--- config.mk ---
export PLATFORM = sky130hd
export DESIGN_NAME = psx_loader_top
export DESIGN_NICKNAME = d
export VERILOG_FILES = /design/src/psx_load_pkg.sv /design/src/download_decoder.sv /design/src/download_writer.sv /design/src/psx_loader_top.sv
export SDC_FILE = /design/constraint.sdc
export NUM_CORES = 1
export LEC_CHECK = 0
export BUFFER_PORTS_ARGS = -buffer_cell sky130_fd_sc_hd__buf_2
export CAP_MARGIN = 40
export CORE_AREA = 2 2 110 112
export CTS_CLUSTER_SIZE = 8
export DETAILED_ROUTE_END_ITERATION = 10
export DIE_AREA = 0 0 112 114
export PLACE_DENSITY_LB_ADDON = 0.05
export SLEW_MARGIN = 0
export SYNTH_ARGS = -nofsm -noshare
export SYNTH_HDL_FRONTEND = slang
export SYNTH_HIERARCHICAL = 1
export SYNTH_SLANG_ARGS = --single-unit
--- constraint.sdc ---
create_clock -name clk_1x -period 6.8 [get_ports clk_1x]
set_clock_uncertainty 0.15 [all_clocks]
set_input_delay 0.34 -clock clk_1x [delete_from_list [all_inputs] [get_ports clk_1x]]
set_output_delay 0.34 -clock clk_1x [all_outputs]
set_load 0.05 [all_outputs]
--- src/psx_load_pkg.sv ---
//========================================
// psx loader shared definitions
// widths, download index codes and the
// download kind used by decoder and writer
//========================================
package psx_load_pkg;

	//========================================
	// widths
	//========================================

	// byte address into main or cd memory
	typedef logic [26:0] ram_addr_t;
	// one 32-bit memory write word
	typedef logic [31:0] ram_word_t;
	// one host transfer word
	typedef logic [15:0] host_half_t;
	// host download index
	typedef logic [7:0]  dl_index_t;
	// cd image size in bytes
	typedef logic [29:0] cd_size_t;
	// mounted image size as reported by the host
	typedef logic [63:0] img_size_t;

	//========================================
	// download index codes
	//========================================

	// bios and exe match on all 8 bits
	localparam dl_index_t IDX_BIOS = 8'd0;
	localparam dl_index_t IDX_EXE  = 8'd1;
	// cd matches on the low 6 bits only
	localparam dl_index_t IDX_CD   = 8'd2;

	// active download kind, also the decoder state
	typedef enum logic [1:0] {
		DL_NONE = 2'd0,
		DL_BIOS = 2'd1,
		DL_EXE  = 2'd2,
		DL_CD   = 2'd3
	} dl_kind_e;

endpackage

--- src/download_decoder.sv ---
//========================================
// download decoder
// classifies the host download, tracks
// cd, exe start and loaded status
//========================================
`timescale 1ns/10ps

module download_decoder (
	input  logic                    clk_1x,
	input  logic                    reset,
	input  logic                    reset_in,
	input  logic                    ioctl_download,
	input  psx_load_pkg::dl_index_t ioctl_index,
	input  psx_load_pkg::ram_addr_t ioctl_addr,
	input  logic                    img_mounted,
	input  psx_load_pkg::img_size_t img_size,
	output psx_load_pkg::dl_kind_e  kind,
	output logic                    load_exe,
	output psx_load_pkg::cd_size_t  cd_size,
	output logic                    has_cd,
	output logic                    cd_from_card,
	output logic                    content_loaded,
	output logic                    core_reset,
	output logic                    led_user
);
	import psx_load_pkg::*;

	// decoded kind before the register
	dl_kind_e kind_next;
	// kind one cycle back, for end of download
	dl_kind_e kind_prev;
	logic     exe_end;
	logic     cd_end;

	//========================================
	// index decode
	//========================================

	always_comb begin
		kind_next = DL_NONE;
		if (ioctl_download) begin
			if (ioctl_index == IDX_BIOS) begin
				kind_next = DL_BIOS;
			end else if (ioctl_index == IDX_EXE) begin
				kind_next = DL_EXE;
			end else if (ioctl_index[5:0] == IDX_CD[5:0]) begin
				// upper index bits select the cd slot, ignored here
				kind_next = DL_CD;
			end
		end
	end

	// falling edge of a registered download kind
	assign exe_end = (kind_prev == DL_EXE) && (kind != DL_EXE);
	assign cd_end  = (kind_prev == DL_CD) && (kind != DL_CD);

	//========================================
	// status registers
	//========================================

	always_ff @(posedge clk_1x) begin
		if (reset) begin
			kind           <= DL_NONE;
			kind_prev      <= DL_NONE;
			load_exe       <= 1'b0;
			has_cd         <= 1'b0;
			cd_from_card   <= 1'b0;
			content_loaded <= 1'b0;
		end else begin
			kind      <= kind_next;
			kind_prev <= kind;
			// one cycle start pulse for the system
			load_exe  <= exe_end;
			// cd from the host transfer
			if (cd_end) begin
				has_cd       <= 1'b1;
				cd_from_card <= 1'b0;
			end
			// mount wins over a finishing download
			if (img_mounted) begin
				has_cd       <= 1'b1;
				cd_from_card <= 1'b1;
			end
			// sticky, only reset clears it
			if (kind == DL_EXE || kind == DL_CD || img_mounted) begin
				content_loaded <= 1'b1;
			end
		end
	end

	// cd size, same priority as the flags above
	always_ff @(posedge clk_1x) begin
		if (img_mounted) begin
			cd_size <= img_size[29:0];
		end else if (cd_end) begin
			// last byte address of the transfer
			cd_size <= cd_size_t'(ioctl_addr);
		end
	end

	//========================================
	// core reset and led
	//========================================

	// system held in reset while exe or cd streams in
	assign core_reset = reset_in | (kind == DL_EXE) | (kind == DL_CD) | img_mounted;
	assign led_user   = (kind != DL_NONE);

endmodule

--- src/download_writer.sv ---
//========================================
// download writer
// packs host halfwords into memory words,
// offsets and routes them, holds the host
//========================================
`timescale 1ns/10ps

module download_writer #(
	parameter int unsigned bios_base = 2097152,
	parameter int unsigned exe_base  = 4194304
) (
	input  logic                     clk_1x,
	input  logic                     reset,
	input  psx_load_pkg::dl_kind_e   kind,
	input  logic                     ioctl_wr,
	input  psx_load_pkg::ram_addr_t  ioctl_addr,
	input  psx_load_pkg::host_half_t ioctl_dout,
	output logic                     ioctl_wait,
	output psx_load_pkg::ram_addr_t  main_addr,
	output psx_load_pkg::ram_word_t  main_data,
	output logic                     main_req,
	input  logic                     main_ack,
	output psx_load_pkg::ram_addr_t  cd_addr,
	output psx_load_pkg::ram_word_t  cd_data,
	output logic                     cd_req,
	input  logic                     cd_ack
);
	import psx_load_pkg::*;

	// collect two halves, then wait for the memory
	typedef enum logic {
		PK_COLLECT = 1'b0,
		PK_WAIT    = 1'b1
	} pk_state_e;

	// bases cut down to the memory address width
	localparam ram_addr_t bios_off = ram_addr_t'(bios_base);
	localparam ram_addr_t exe_off  = ram_addr_t'(exe_base);

	pk_state_e state;
	ram_addr_t base_off;
	ram_addr_t word_addr;
	ram_word_t word_data;
	logic      route_cd;
	logic      active;
	logic      take_wr;
	logic      routed_ack;

	//========================================
	// offset and handshake decode
	//========================================

	always_comb begin
		case (kind)
			DL_BIOS: base_off = bios_off;
			DL_EXE:  base_off = exe_off;
			// cd goes to its own memory at zero
			default: base_off = '0;
		endcase
	end

	assign active  = (kind != DL_NONE);
	// host only writes while not stalled
	assign take_wr = active && ioctl_wr && (state == PK_COLLECT);
	// ack on the other channel is not ours
	assign routed_ack = route_cd ? cd_ack : main_ack;

	//========================================
	// packing fsm
	//========================================

	always_ff @(posedge clk_1x) begin
		if (reset) begin
			state    <= PK_COLLECT;
			main_req <= 1'b0;
			cd_req   <= 1'b0;
		end else begin
			// requests are single cycle
			main_req <= 1'b0;
			cd_req   <= 1'b0;
			if (!active) begin
				// download gone, drop any pending word
				state <= PK_COLLECT;
			end else begin
				case (state)
					PK_COLLECT: begin
						// high half completes the word
						if (take_wr && ioctl_addr[1]) begin
							state    <= PK_WAIT;
							main_req <= (kind != DL_CD);
							cd_req   <= (kind == DL_CD);
						end
					end
					PK_WAIT: begin
						if (routed_ack) begin
							state <= PK_COLLECT;
						end
					end
					default: state <= PK_COLLECT;
				endcase
			end
		end
	end

	// word assembly
	always_ff @(posedge clk_1x) begin
		if (take_wr) begin
			if (!ioctl_addr[1]) begin
				// low half carries the word address
				word_data[15:0] <= ioctl_dout;
				word_addr       <= ioctl_addr + base_off;
			end else begin
				word_data[31:16] <= ioctl_dout;
				route_cd         <= (kind == DL_CD);
			end
		end
	end

	// host stalls for exactly one word in flight
	assign ioctl_wait = (state == PK_WAIT);

	// both channels see the same word, req picks one
	assign main_addr = word_addr;
	assign main_data = word_data;
	assign cd_addr   = word_addr;
	assign cd_data   = word_data;

endmodule

--- src/psx_loader_top.sv ---
//========================================
// psx loader top level
// host download front end, decoder plus
// memory writer on plain ports
//========================================
`timescale 1ns/10ps

module psx_loader_top #(
	parameter int unsigned bios_base = 2097152,
	parameter int unsigned exe_base  = 4194304
) (
	input  logic                     clk_1x,
	input  logic                     reset,
	// host download side
	input  logic                     ioctl_download,
	input  psx_load_pkg::dl_index_t  ioctl_index,
	input  psx_load_pkg::ram_addr_t  ioctl_addr,
	input  psx_load_pkg::host_half_t ioctl_dout,
	input  logic                     ioctl_wr,
	output logic                     ioctl_wait,
	input  logic                     img_mounted,
	input  psx_load_pkg::img_size_t  img_size,
	// main memory write channel
	output psx_load_pkg::ram_addr_t  main_addr,
	output psx_load_pkg::ram_word_t  main_data,
	output logic                     main_req,
	input  logic                     main_ack,
	// cd memory write channel
	output psx_load_pkg::ram_addr_t  cd_addr,
	output psx_load_pkg::ram_word_t  cd_data,
	output logic                     cd_req,
	input  logic                     cd_ack,
	// system side status
	output logic                     load_exe,
	output psx_load_pkg::cd_size_t   cd_size,
	output logic                     has_cd,
	output logic                     cd_from_card,
	output logic                     content_loaded,
	output logic                     core_reset,
	output logic                     led_user
);
	import psx_load_pkg::*;

	// registered download kind, decoder to writer
	dl_kind_e kind;

	download_decoder i_download_decoder (
		.clk_1x         (clk_1x),
		.reset          (reset),
		.reset_in       (reset),
		.ioctl_download (ioctl_download),
		.ioctl_index    (ioctl_index),
		.ioctl_addr     (ioctl_addr),
		.img_mounted    (img_mounted),
		.img_size       (img_size),
		.kind           (kind),
		.load_exe       (load_exe),
		.cd_size        (cd_size),
		.has_cd         (has_cd),
		.cd_from_card   (cd_from_card),
		.content_loaded (content_loaded),
		.core_reset     (core_reset),
		.led_user       (led_user)
	);

	download_writer #(
		.bios_base (bios_base),
		.exe_base  (exe_base)
	) i_download_writer (
		.clk_1x     (clk_1x),
		.reset      (reset),
		.kind       (kind),
		.ioctl_wr   (ioctl_wr),
		.ioctl_addr (ioctl_addr),
		.ioctl_dout (ioctl_dout),
		.ioctl_wait (ioctl_wait),
		.main_addr  (main_addr),
		.main_data  (main_data),
		.main_req   (main_req),
		.main_ack   (main_ack),
		.cd_addr    (cd_addr),
		.cd_data    (cd_data),
		.cd_req     (cd_req),
		.cd_ack     (cd_ack)
	);

endmodule

**Word level (Yosys, flattened, before mapping)**

Index checks and enable logic that the tools add are counted.

- Add/subtract/negate cells: 1
- Bitwise logic cells: 8
- Equal/unequal tests: 9
- Reductions and logical operators: 16
- Multiplexer cells: 14

Operators by type and width:

| operator | count |
|---|---|
| $mux 30 | 2 |
| $pmux 23 s2 | 1 |
| $add 27x23->27 | 1 |
| $eq 2x2->1 const B | 4 |
| $eq 8x1->1 const B | 1 |
| $logic_not 8->1 | 1 |
| $mux 1 | 8 |
| $eq 6x2->1 const B | 1 |
| $logic_and 1x1->1 | 5 |
| $not 1->1 | 5 |
| $mux 2 | 2 |
| $ne 2x2->1 const B | 2 |
| $reduce_and 2->1 | 2 |
| $reduce_bool 2->1 | 2 |
| $reduce_or 2->1 | 2 |
| $reduce_or 4->1 | 1 |
| $or 1x1->1 | 3 |
| $reduce_or 3->1 | 1 |
| $eq 2x1->1 const B | 1 |
| $logic_or 1x1->1 | 2 |
| $pmux 1 s2 | 1 |

- Flip-flop bits (word level): 101
- Logic and storage cells: 63
- Output and inout port bits: 157
- Input port bits: 122

**Logic depth before layout (Yosys ltp)**

Gate-level depths: netlist of run 1.

- Word-level depth: 6
- Gate-level depth with buffers: 5
- Depth with buffers taken out: 5

**Cells and area by module**

The synthesis of run 1 kept the hierarchy.

By module, submodules not included:

| module | instances | sequential area each (µm²) | cells each | area each (µm²) |
|---|---|---|---|---|
| download_writer | 1 | 1,861.8 | 145 | 2,522.4 |
| download_decoder | 1 | 1,061.0 | 96 | 1,671.6 |

**Worst setup path before layout of run 1**

No wires, ideal clock.

- Path kind: flip-flop to flip-flop
- Start: register i_download_writer.state, in the netlist i_download_writer/ioctl_wait
- End: register i_download_writer.word_addr[0], in the netlist i_download_writer/cd_addr[0], enable pin
- Stages on the path, launching flop included: 2
- Clock period less this slack: 5.783 ns
- Path slack: 1.017 ns
- Library setup time: 0.565 ns
- Required time: 6.085 ns
- Buffers on the path: 0
- Arrival: 5.068 ns
- Cell sequence: dfxtp_1 > nor4b_1

- Longest elaborated chain between the ends: 3

Ends and longest elaborated chain:

| element | RTL line | text |
|---|---|---|
| start, declared | download_writer.sv:40 | `pk_state_e state;` |
| start signal, assigned | download_writer.sv:74 | `state <= PK_COLLECT;` |
| start signal, assigned | download_writer.sv:83 | `state <= PK_COLLECT;` |
| start signal, assigned | download_writer.sv:89 | `state <= PK_WAIT;` |
| $not 1->1 | download_writer.sv:64 | `assign take_wr = active && ioctl_wr && (state == PK_COLLECT);` |
| $logic_and 1x1->1 | download_writer.sv:64 |  |
| $reduce_and 2->1 (no line) | - |  |
| end signal, assigned | download_writer.sv:111 | `word_addr <= ioctl_addr + base_off;` |
| end, declared | download_writer.sv:42 | `ram_addr_t word_addr;` |

Every way passes these cells.
A chain may end at the register's enable or synchronous reset.

**Worst setup path in the final report of run 1**

- Start: register i_download_decoder.kind[1]
- End: register i_download_writer.word_addr[6], in the netlist i_download_writer/cd_addr[6], enable pin

- Longest elaborated chain between the ends: 4

Ends and longest elaborated chain:

| element | RTL line | text |
|---|---|---|
| start, declared | download_decoder.sv:17 | `output psx_load_pkg::dl_kind_e kind,` |
| start signal, assigned | download_decoder.sv:70 | `kind <= kind_next;` |
| $reduce_bool 2->1 | download_writer.sv:62 | `assign active = (kind != DL_NONE);` |
| $logic_and 1x1->1 (2 in a row) | download_writer.sv:64 |  |
| $reduce_and 2->1 (no line) | - |  |

Every way passes these cells.

==> impl_results.md, run 1 <==
* Status: finished, final reports clean
* Sequential power share at 0.513
* Final Cycle Share at 0.3099
* Ports at 279
* FFs w/ async S/R, synth at 0
* WP buf/inv at 2
* First-pass GRT wire length at 12890 um
* P_leak at 2.431 nW
* Cells along the critical path: nor2_2, nor4b_2, buf_4, buf_4
* Post-DP Area at 0.005172 mm^2
* Synth Register Bits at 101
* Slew margin rel. at 0.4877
* Prevailing post-synth register cell: edfxtp_1
* Overall die width at 112 um
* Non-Filler Instances at 589
* YS warnings at 6
* Slowest stage cell, crit path: dfxtp_1
* Clock sinks at 101
* Antenna Diode Count at 0
* Vias in the first global route at 2365
* Initial antenna violation count at 0
* Setup crit start kind: register
* RSZ-0062 raised after global routing: false
* Max VDD drop at 0.0001673 V
* Util after Layout at 0.4679
* Yosys top cell area share at 0.6444
* Hold depth at 2
* Worst Tran Pin Value at 0.7676 ns
* # H-tree levels at 3
* Internal power at 1.064 mW
* DIE AREA at 0.01277 mm^2
* EDFF count, synth at 90
* Power per cell area at 247.4 mW/mm^2
* Largest net degree at the start of global routing at 37
* Clk_lat worst skew at 0.33 ns
* Count of pins over their slew limit at 0
* Post-Synthesis Cells at 241
* Die H at 114 um
* Root Buffer: clkbuf_16
* Area leader, netlist: edfxtp_1
* Max incr delay on CP at 0.49 ns
* Layout Cell Area excl Fill at 0.005480 mm^2
* Initial Utilization at 0.3581
* Placed Cells at 573
* Clock buffer depth at 2
* DR WL/cell at 15.02 um
* PortBufs at 244
* Worst path required time at 6.61 ns
* Area Overhead vs Synth at 30.67%
* Mapped cell area at 0.004194 mm^2
* Final nets at 562
* Wirelength, routed at 8845 um
* Num CTS Buffers at 9
* Final Hold Vio Count at 0
* Hold_ws at 0.04486 ns
* Core Rows at 40
* Worst min path class: primary input to register
* Sw frac at 0.2155
* Mapped Avg Cell Area at 17.40 um^2
* Synthesized net count at 366
* Core area at 0.01171 mm^2
* Ranking of synthesized cells by area: edfxtp_1, buf_4, mux2_4, dfxtp_1, mux2_2
* # Post-CTS Setup Buffers at 0
* Overall routing resource usage at 0.1344
* Maximum clock rate at 0.4745 GHz
* Minimum clock period at 2.108 ns
* Via/cell ratio at 4.333
* Layout cells sized above 1 at 0.6742
* Gpl congestion at 0.6783
* Crit-path max FO at 36
* Net Sw Power at 292.1 uW
* CP Depth at 4
* Seq/Total Area, Yosys at 0.6969
* CTS Hold Buffers Added at 0
* 1st-pass router iterations at 4
* Comb power frac at 0.101
* R2R cell count at 4
* Quantity of gates resized following cts at 0
* Post-route setup TNS at 0 ns
* Clock transition at the registers of the reported paths at 0.07 ns
* DRT iter0 DRCs at 39
* DRC at 0
* Hpwl dp at 6718 um
* Critical path type: register to register
* Crit path DAT at 1.92 ns
* Via count at 2552
* Total gr overflow at 0
* TritonCTS clock tree: built
* Max Cap Viol at 0
* Yosys cell types at 36
* Setup crit end kind: register
* Delay-heaviest family, CP: buffers and inverters
* Critical path's most frequent cell: buf_4
* Final Setup Violations at 0
* Power share of the clock group at 0.386
* DRT antenna net count at 0
[metal layers]
layer,GRT usage,up-vias,wire length (um)
li1,-,1207,-
met3,0.03294,9,771
met5,0,-,0
met4,0.05122,0,133
met1,0.1599,1198,3438
met2,0.2368,138,4501
[area by class of cell]
cell class | instances | area [um^2]
clock buffer | 11 | 232.7
clock inverter | 5 | 75.07
sequential | 101 | 2923
fill | 1083 | 6231
timing repair buffer | 248 | 1291
multi-input combinational | 75 | 767.0
inverter | 2 | 7.507
tap | 147 | 183.9
[cells in the final DEF (no fill, tap or decap), types with 2 or more instances in the layout]
master and n:
buf_16 2, clkbuf_16 9, bufinv_16 2, and2b_2 2, ha_1 2, buf_4 2
xnor2_1 3, clkinv_1 2, edfxtp_1 90, mux2_2 4, nor2_1 4, nand2_1 3
clkbuf_1 2, mux2_4 23, nor3_1 2, a21oi_1 2, buf_2 244, nand3_1 3
inv_1 2, dfxtp_1 11, nor2b_1 4, and2_1 3
[Yosys cell counts (2+ instances only)]
| master | n |
|---|---|
| nand3_1 | 3 |
| xnor2_1 | 3 |
| mux2_2 | 4 |
| buf_12 | 2 |
| mux2_4 | 23 |
| nand2_1 | 3 |
| nand2b_1 | 2 |
| a21oi_1 | 2 |
| edfxtp_1 | 90 |
| buf_4 | 59 |
| ha_1 | 2 |
| nor2b_1 | 4 |
| nor3_1 | 2 |
| nor4b_1 | 2 |
| nor2_1 | 4 |
| buf_6 | 2 |
| and2_1 | 3 |
| inv_1 | 2 |
| dfxtp_1 | 11 |
| and2b_2 | 2 |
[sequential cells by signal (all words and copies together) (netlist names)]
signal,flops
i_download_decoder/cd_from_card,1
i_download_decoder/cd_size,30
i_download_decoder/content_loaded,1
i_download_decoder/has_cd,1
i_download_decoder/kind,2
i_download_decoder/kind_prev,2
i_download_decoder/load_exe,1
i_download_writer/cd_addr,27
i_download_writer/cd_data,32
i_download_writer/cd_req,1
i_download_writer/ioctl_wait,1
i_download_writer/main_req,1
i_download_writer/route_cd,1
[stage by stage]
step | worst slack [ns] | power (mW)
global placement | 4.138 | 0.8434
finish | 4.692 | 1.356
floorplan | 1.017 | 0.7983
CTS | 4.632 | 1.374
detailed placement | 4.661 | 0.8482
global route | 4.519 | 1.407
[kinds of logic (layout without fill, tap and decap cells)]
group           count (synthesis)  count (layout)  synth area share
simple gates                   35              35           0.05699
flops                         101             101            0.6969
mux                            28              28           0.09546
compound gates                  5               5          0.009249
buf+inv                        65             266            0.1223
xor+xnor                        4               4          0.008355
fa+ha+maj                       3               3           0.01074
[worst paths after layout]
kind	startpoint	endpoint	slack (ns)
min	ioctl_index[0]	i_download_decoder/kind[0]$_SDFF_PP0_	0.04
max	i_download_decoder/kind[1]$_SDFF_PP0_	i_download_writer/cd_addr[6]$_DFFE_PP_	4.69
max reg2reg	i_download_decoder/kind[1]$_SDFF_PP0_	i_download_writer/cd_addr[6]$_DFFE_PP_	4.69
min reg2reg	i_download_decoder/kind_prev[0]$_SDFF_PP0_	i_download_decoder/load_exe$_SDFF_PP0_	0.28
[worst register-to-register path, cell delays in order (launching register included)]
cell and delay, ns:
dfxtp_1 0.49, nor2_2 0.11, nor4b_2 0.29, buf_4 0.22
buf_4 0.46
[power groups by stage]
stage          Combinational (mW)  Clock (mW)  Sequential [mW]
2_1_floorplan              0.0390           0            0.759
3_3_place_gp                0.135           0            0.709
3_5_place_dp                0.139           0            0.709
4_1_cts                     0.140       0.540            0.695
5_1_grt                     0.146       0.565            0.696
6_report                    0.137       0.523            0.695
Power figures use the tool's default switching activity.
==> inputs of run 2 (changes only) <==
==> constraint.sdc (replaced) <==
create_clock -name clk_1x -period 2.2 [get_ports clk_1x]
set_clock_uncertainty 0.15 [all_clocks]
set_input_delay 0.11 -clock clk_1x [delete_from_list [all_inputs] [get_ports clk_1x]]
set_output_delay 0.11 -clock clk_1x [all_outputs]
set_load 0.05 [all_outputs]
==> run 2 against run 1 <==
Utilization up 7.8 points; critical path depth up 1; setup slack worse by 4.3 ns.
==> impl_results.md, run 2 (synthesis results as in run 1) <==
* Core area at 0.01171 mm^2 (unchanged)
* Wl on met1 at 3915 um (+14%)
* DRC at 0 (unchanged)
* Antenna Diode Count at 0 (unchanged)
* Crit. Startpoint: i_download_decoder/kind[1]$_SDFF_PP0_
* CTS Hold Buffers Added at 87 (+87)
* Slew margin rel. at 0.7426 (+0.2549)
* Num CTS Buffers at 9 (unchanged)
* Count of pins over their slew limit at 0 (unchanged)
* Layout cells sized above 1 at 0.5744 (-0.09982)
* Worst path required time at 2.15 ns (-4.46 ns)
* Final Setup Violations at 0 (unchanged)
* Setup crit end kind: register
* Status: finished, final reports clean
* DR WL/cell at 14.35 um (-4.4%)
* Final nets at 651 (+16%)
* Critical path type: register to register
* Via count at 2864 (+12%)
* Max layer used: met4
* RSZ-0062 raised after global routing: false
* Via/cell ratio at 4.224 (-2.5%)
* Vias in the first global route at 2830 (+20%)
* Hold_sp: ioctl_addr[22]
* Die H at 114 um (unchanged)
* Non-Filler Instances at 678 (+15%)
* Initial Utilization at 0.3581 (unchanged)
* Area Overhead vs Synth at 52.57%
* Power per cell area at 699.5 mW/mm^2 (+180%)
* Post-route setup TNS at 0 ns (unchanged)
* 1st-pass router iterations at 4 (unchanged)
* Post-DP Area at 0.005187 mm^2 (+0.29%)
* Setup crit start kind: register
* # fillers at 1008 (-6.9%)
* Wirelength, routed at 9729 um (+10%)
* Quantity of gates resized following cts at 0 (unchanged)
* Gpl congestion at 0.7009 (+3.3%)
* Cells along the critical path: and2b_2, ha_1, fa_1, nand3_1, xnor2_1
* R2R Setup Slk at 0.37 ns (-4.32 ns)
* Worst Tran Pin Value at 0.3861 ns (-0.3814 ns)
* Clock transition at the registers of the reported paths at 0.07 ns (about the same)
* Reg2reg end: i_download_writer/cd_addr[25]$_DFFE_PP_
* Hold depth at 2 (unchanged)
* Root Buffer: clkbuf_16
* Commonest non-fill, non-tap cell in the layout: buf_2
* DRT antenna net count at 0 (unchanged)
* # H-tree levels at 3 (unchanged)
* Hold_ws at 0.02028 ns (-0.02457 ns)
* Largest net degree at the start of global routing at 32 (-14%)
* Clk_lat worst skew at 0.33 ns (about the same)
* Layout Cell Area excl Fill at 0.006399 mm^2 (+17%)
* Most frequent cells in the layout: buf_2, edfxtp_1, dlygate4sd3_1, mux2_4, clkbuf_16
* Clock sinks at 101 (unchanged)
* Routed met3 length at 593 um (-23%)
* Crit path DAT at 1.78 ns (-0.14 ns)
* # Post-CTS Setup Buffers at 0 (unchanged)
* Max Cap Viol at 0 (unchanged)
* R2r startpoint: i_download_decoder/kind[1]$_SDFF_PP0_
* Delay-heaviest family, CP: adder cells
* Placed Cells at 575 (+0.35%)
* Slowest stage cell, crit path: dfxtp_2
* Hpwl dp at 6774 um (+0.84%)
* Worst hold path endpoint: i_download_writer/cd_addr[22]$_DFFE_PP_
* PortBufs at 244 (unchanged)
* Max VDD drop at 0.0003980 V (+140%)
* P_leak at 2.824 nW (+16%)
* Initial antenna violation count at 0 (unchanged)
* Worst min path class: primary input to register
* First-pass GRT wire length at 14370 um (+11%)
* DRT iter0 DRCs at 100 (+160%)
* Final Hold Vio Count at 0 (unchanged)
* DIE AREA at 0.01277 mm^2 (unchanged)
* Clock buffer depth at 2 (unchanged)
* R2R cell count at 5 (+1)
* TritonCTS clock tree: built
* Metal2 WL at 5074 um (+13%)
* Overall routing resource usage at 0.1482 (+0.01388)
* Total gr overflow at 0 (unchanged)
* Crit-path max FO at 10 (-72%)
* Final Cycle Share at 0.8315 (+0.5216)
* Max FFs per register at 32 (unchanged)
* WP buf/inv at 0 (-2)
* Ports at 279 (unchanged)
* Maximum clock rate at 0.5466 GHz (+15%)
* Overall die width at 112 um (unchanged)
* Max incr delay on CP at 0.41 ns (-0.08 ns)
* Core Rows at 40 (unchanged)
* Minimum clock period at 1.829 ns (-0.2782 ns)
-- run 2: cell types whose count changed in the layout (fill, tap and decap cells not counted), moves of 2 or more --
cell / before / now
buf_12: 0 / 2
dfxtp_2: 0 / 2
dlygate4sd3_1: 0 / 87
dfxtp_1: 11 / 8
buf_4: 2 / 4
clkinv_1: 2 / 0
buf_16: 2 / 0
-- run 2: worst max path at each step --
stage,to,depth (start not counted)
after detailed placement,i_download_writer/cd_addr[25]$_DFFE_PP_,5
after floorplan,i_download_writer/cd_addr[0]$_DFFE_PP_,1
after global routing,i_download_writer/cd_addr[25]$_DFFE_PP_,5
after CTS,i_download_writer/cd_addr[25]$_DFFE_PP_,5
final,i_download_writer/cd_addr[25]$_DFFE_PP_,5
after global placement,i_download_writer/cd_addr[25]$_DFFE_PP_,5
-- run 2: layout make-up --
class	instances	area, um^2	share of cell area
clock buffers	11	232.7	0.03637
clock inverters	5	107.6	0.01682
inverters	2	7.507	0.001173
multi-input cells	75	775.7	0.1212
flip-flops and latches	101	2929	0.4578
well taps	147	183.9	0.02874
repair buffers	337	2162	0.3379
-- run 2: where the power goes --
group	switching [mW]	internal [mW]	total, mW
Clock	0.666	1.12	1.78
Combinational	0.287	0.257	0.544
Sequential	0.0108	2.14	2.15
-- run 2: metal layers --
metal  GRT usage  vias up
met5           0        -
met3     0.02710       10
met2      0.2695      134
met4     0.06179        0
li1            -     1386
met1      0.1731     1334
-- run 2: stage by stage --
stage | utilization | power, mW | worst slack [ns]
after global placement | 0.4429 | 2.611 | 0.3769
final | 0.5464 | 4.476 | 0.3706
after detailed placement | 0.4429 | 2.617 | 0.3470
after floorplan | - | 2.467 | -0.2789
after CTS | 0.5464 | 4.534 | 0.3559
after global routing | 0.5464 | 4.653 | 0.2987
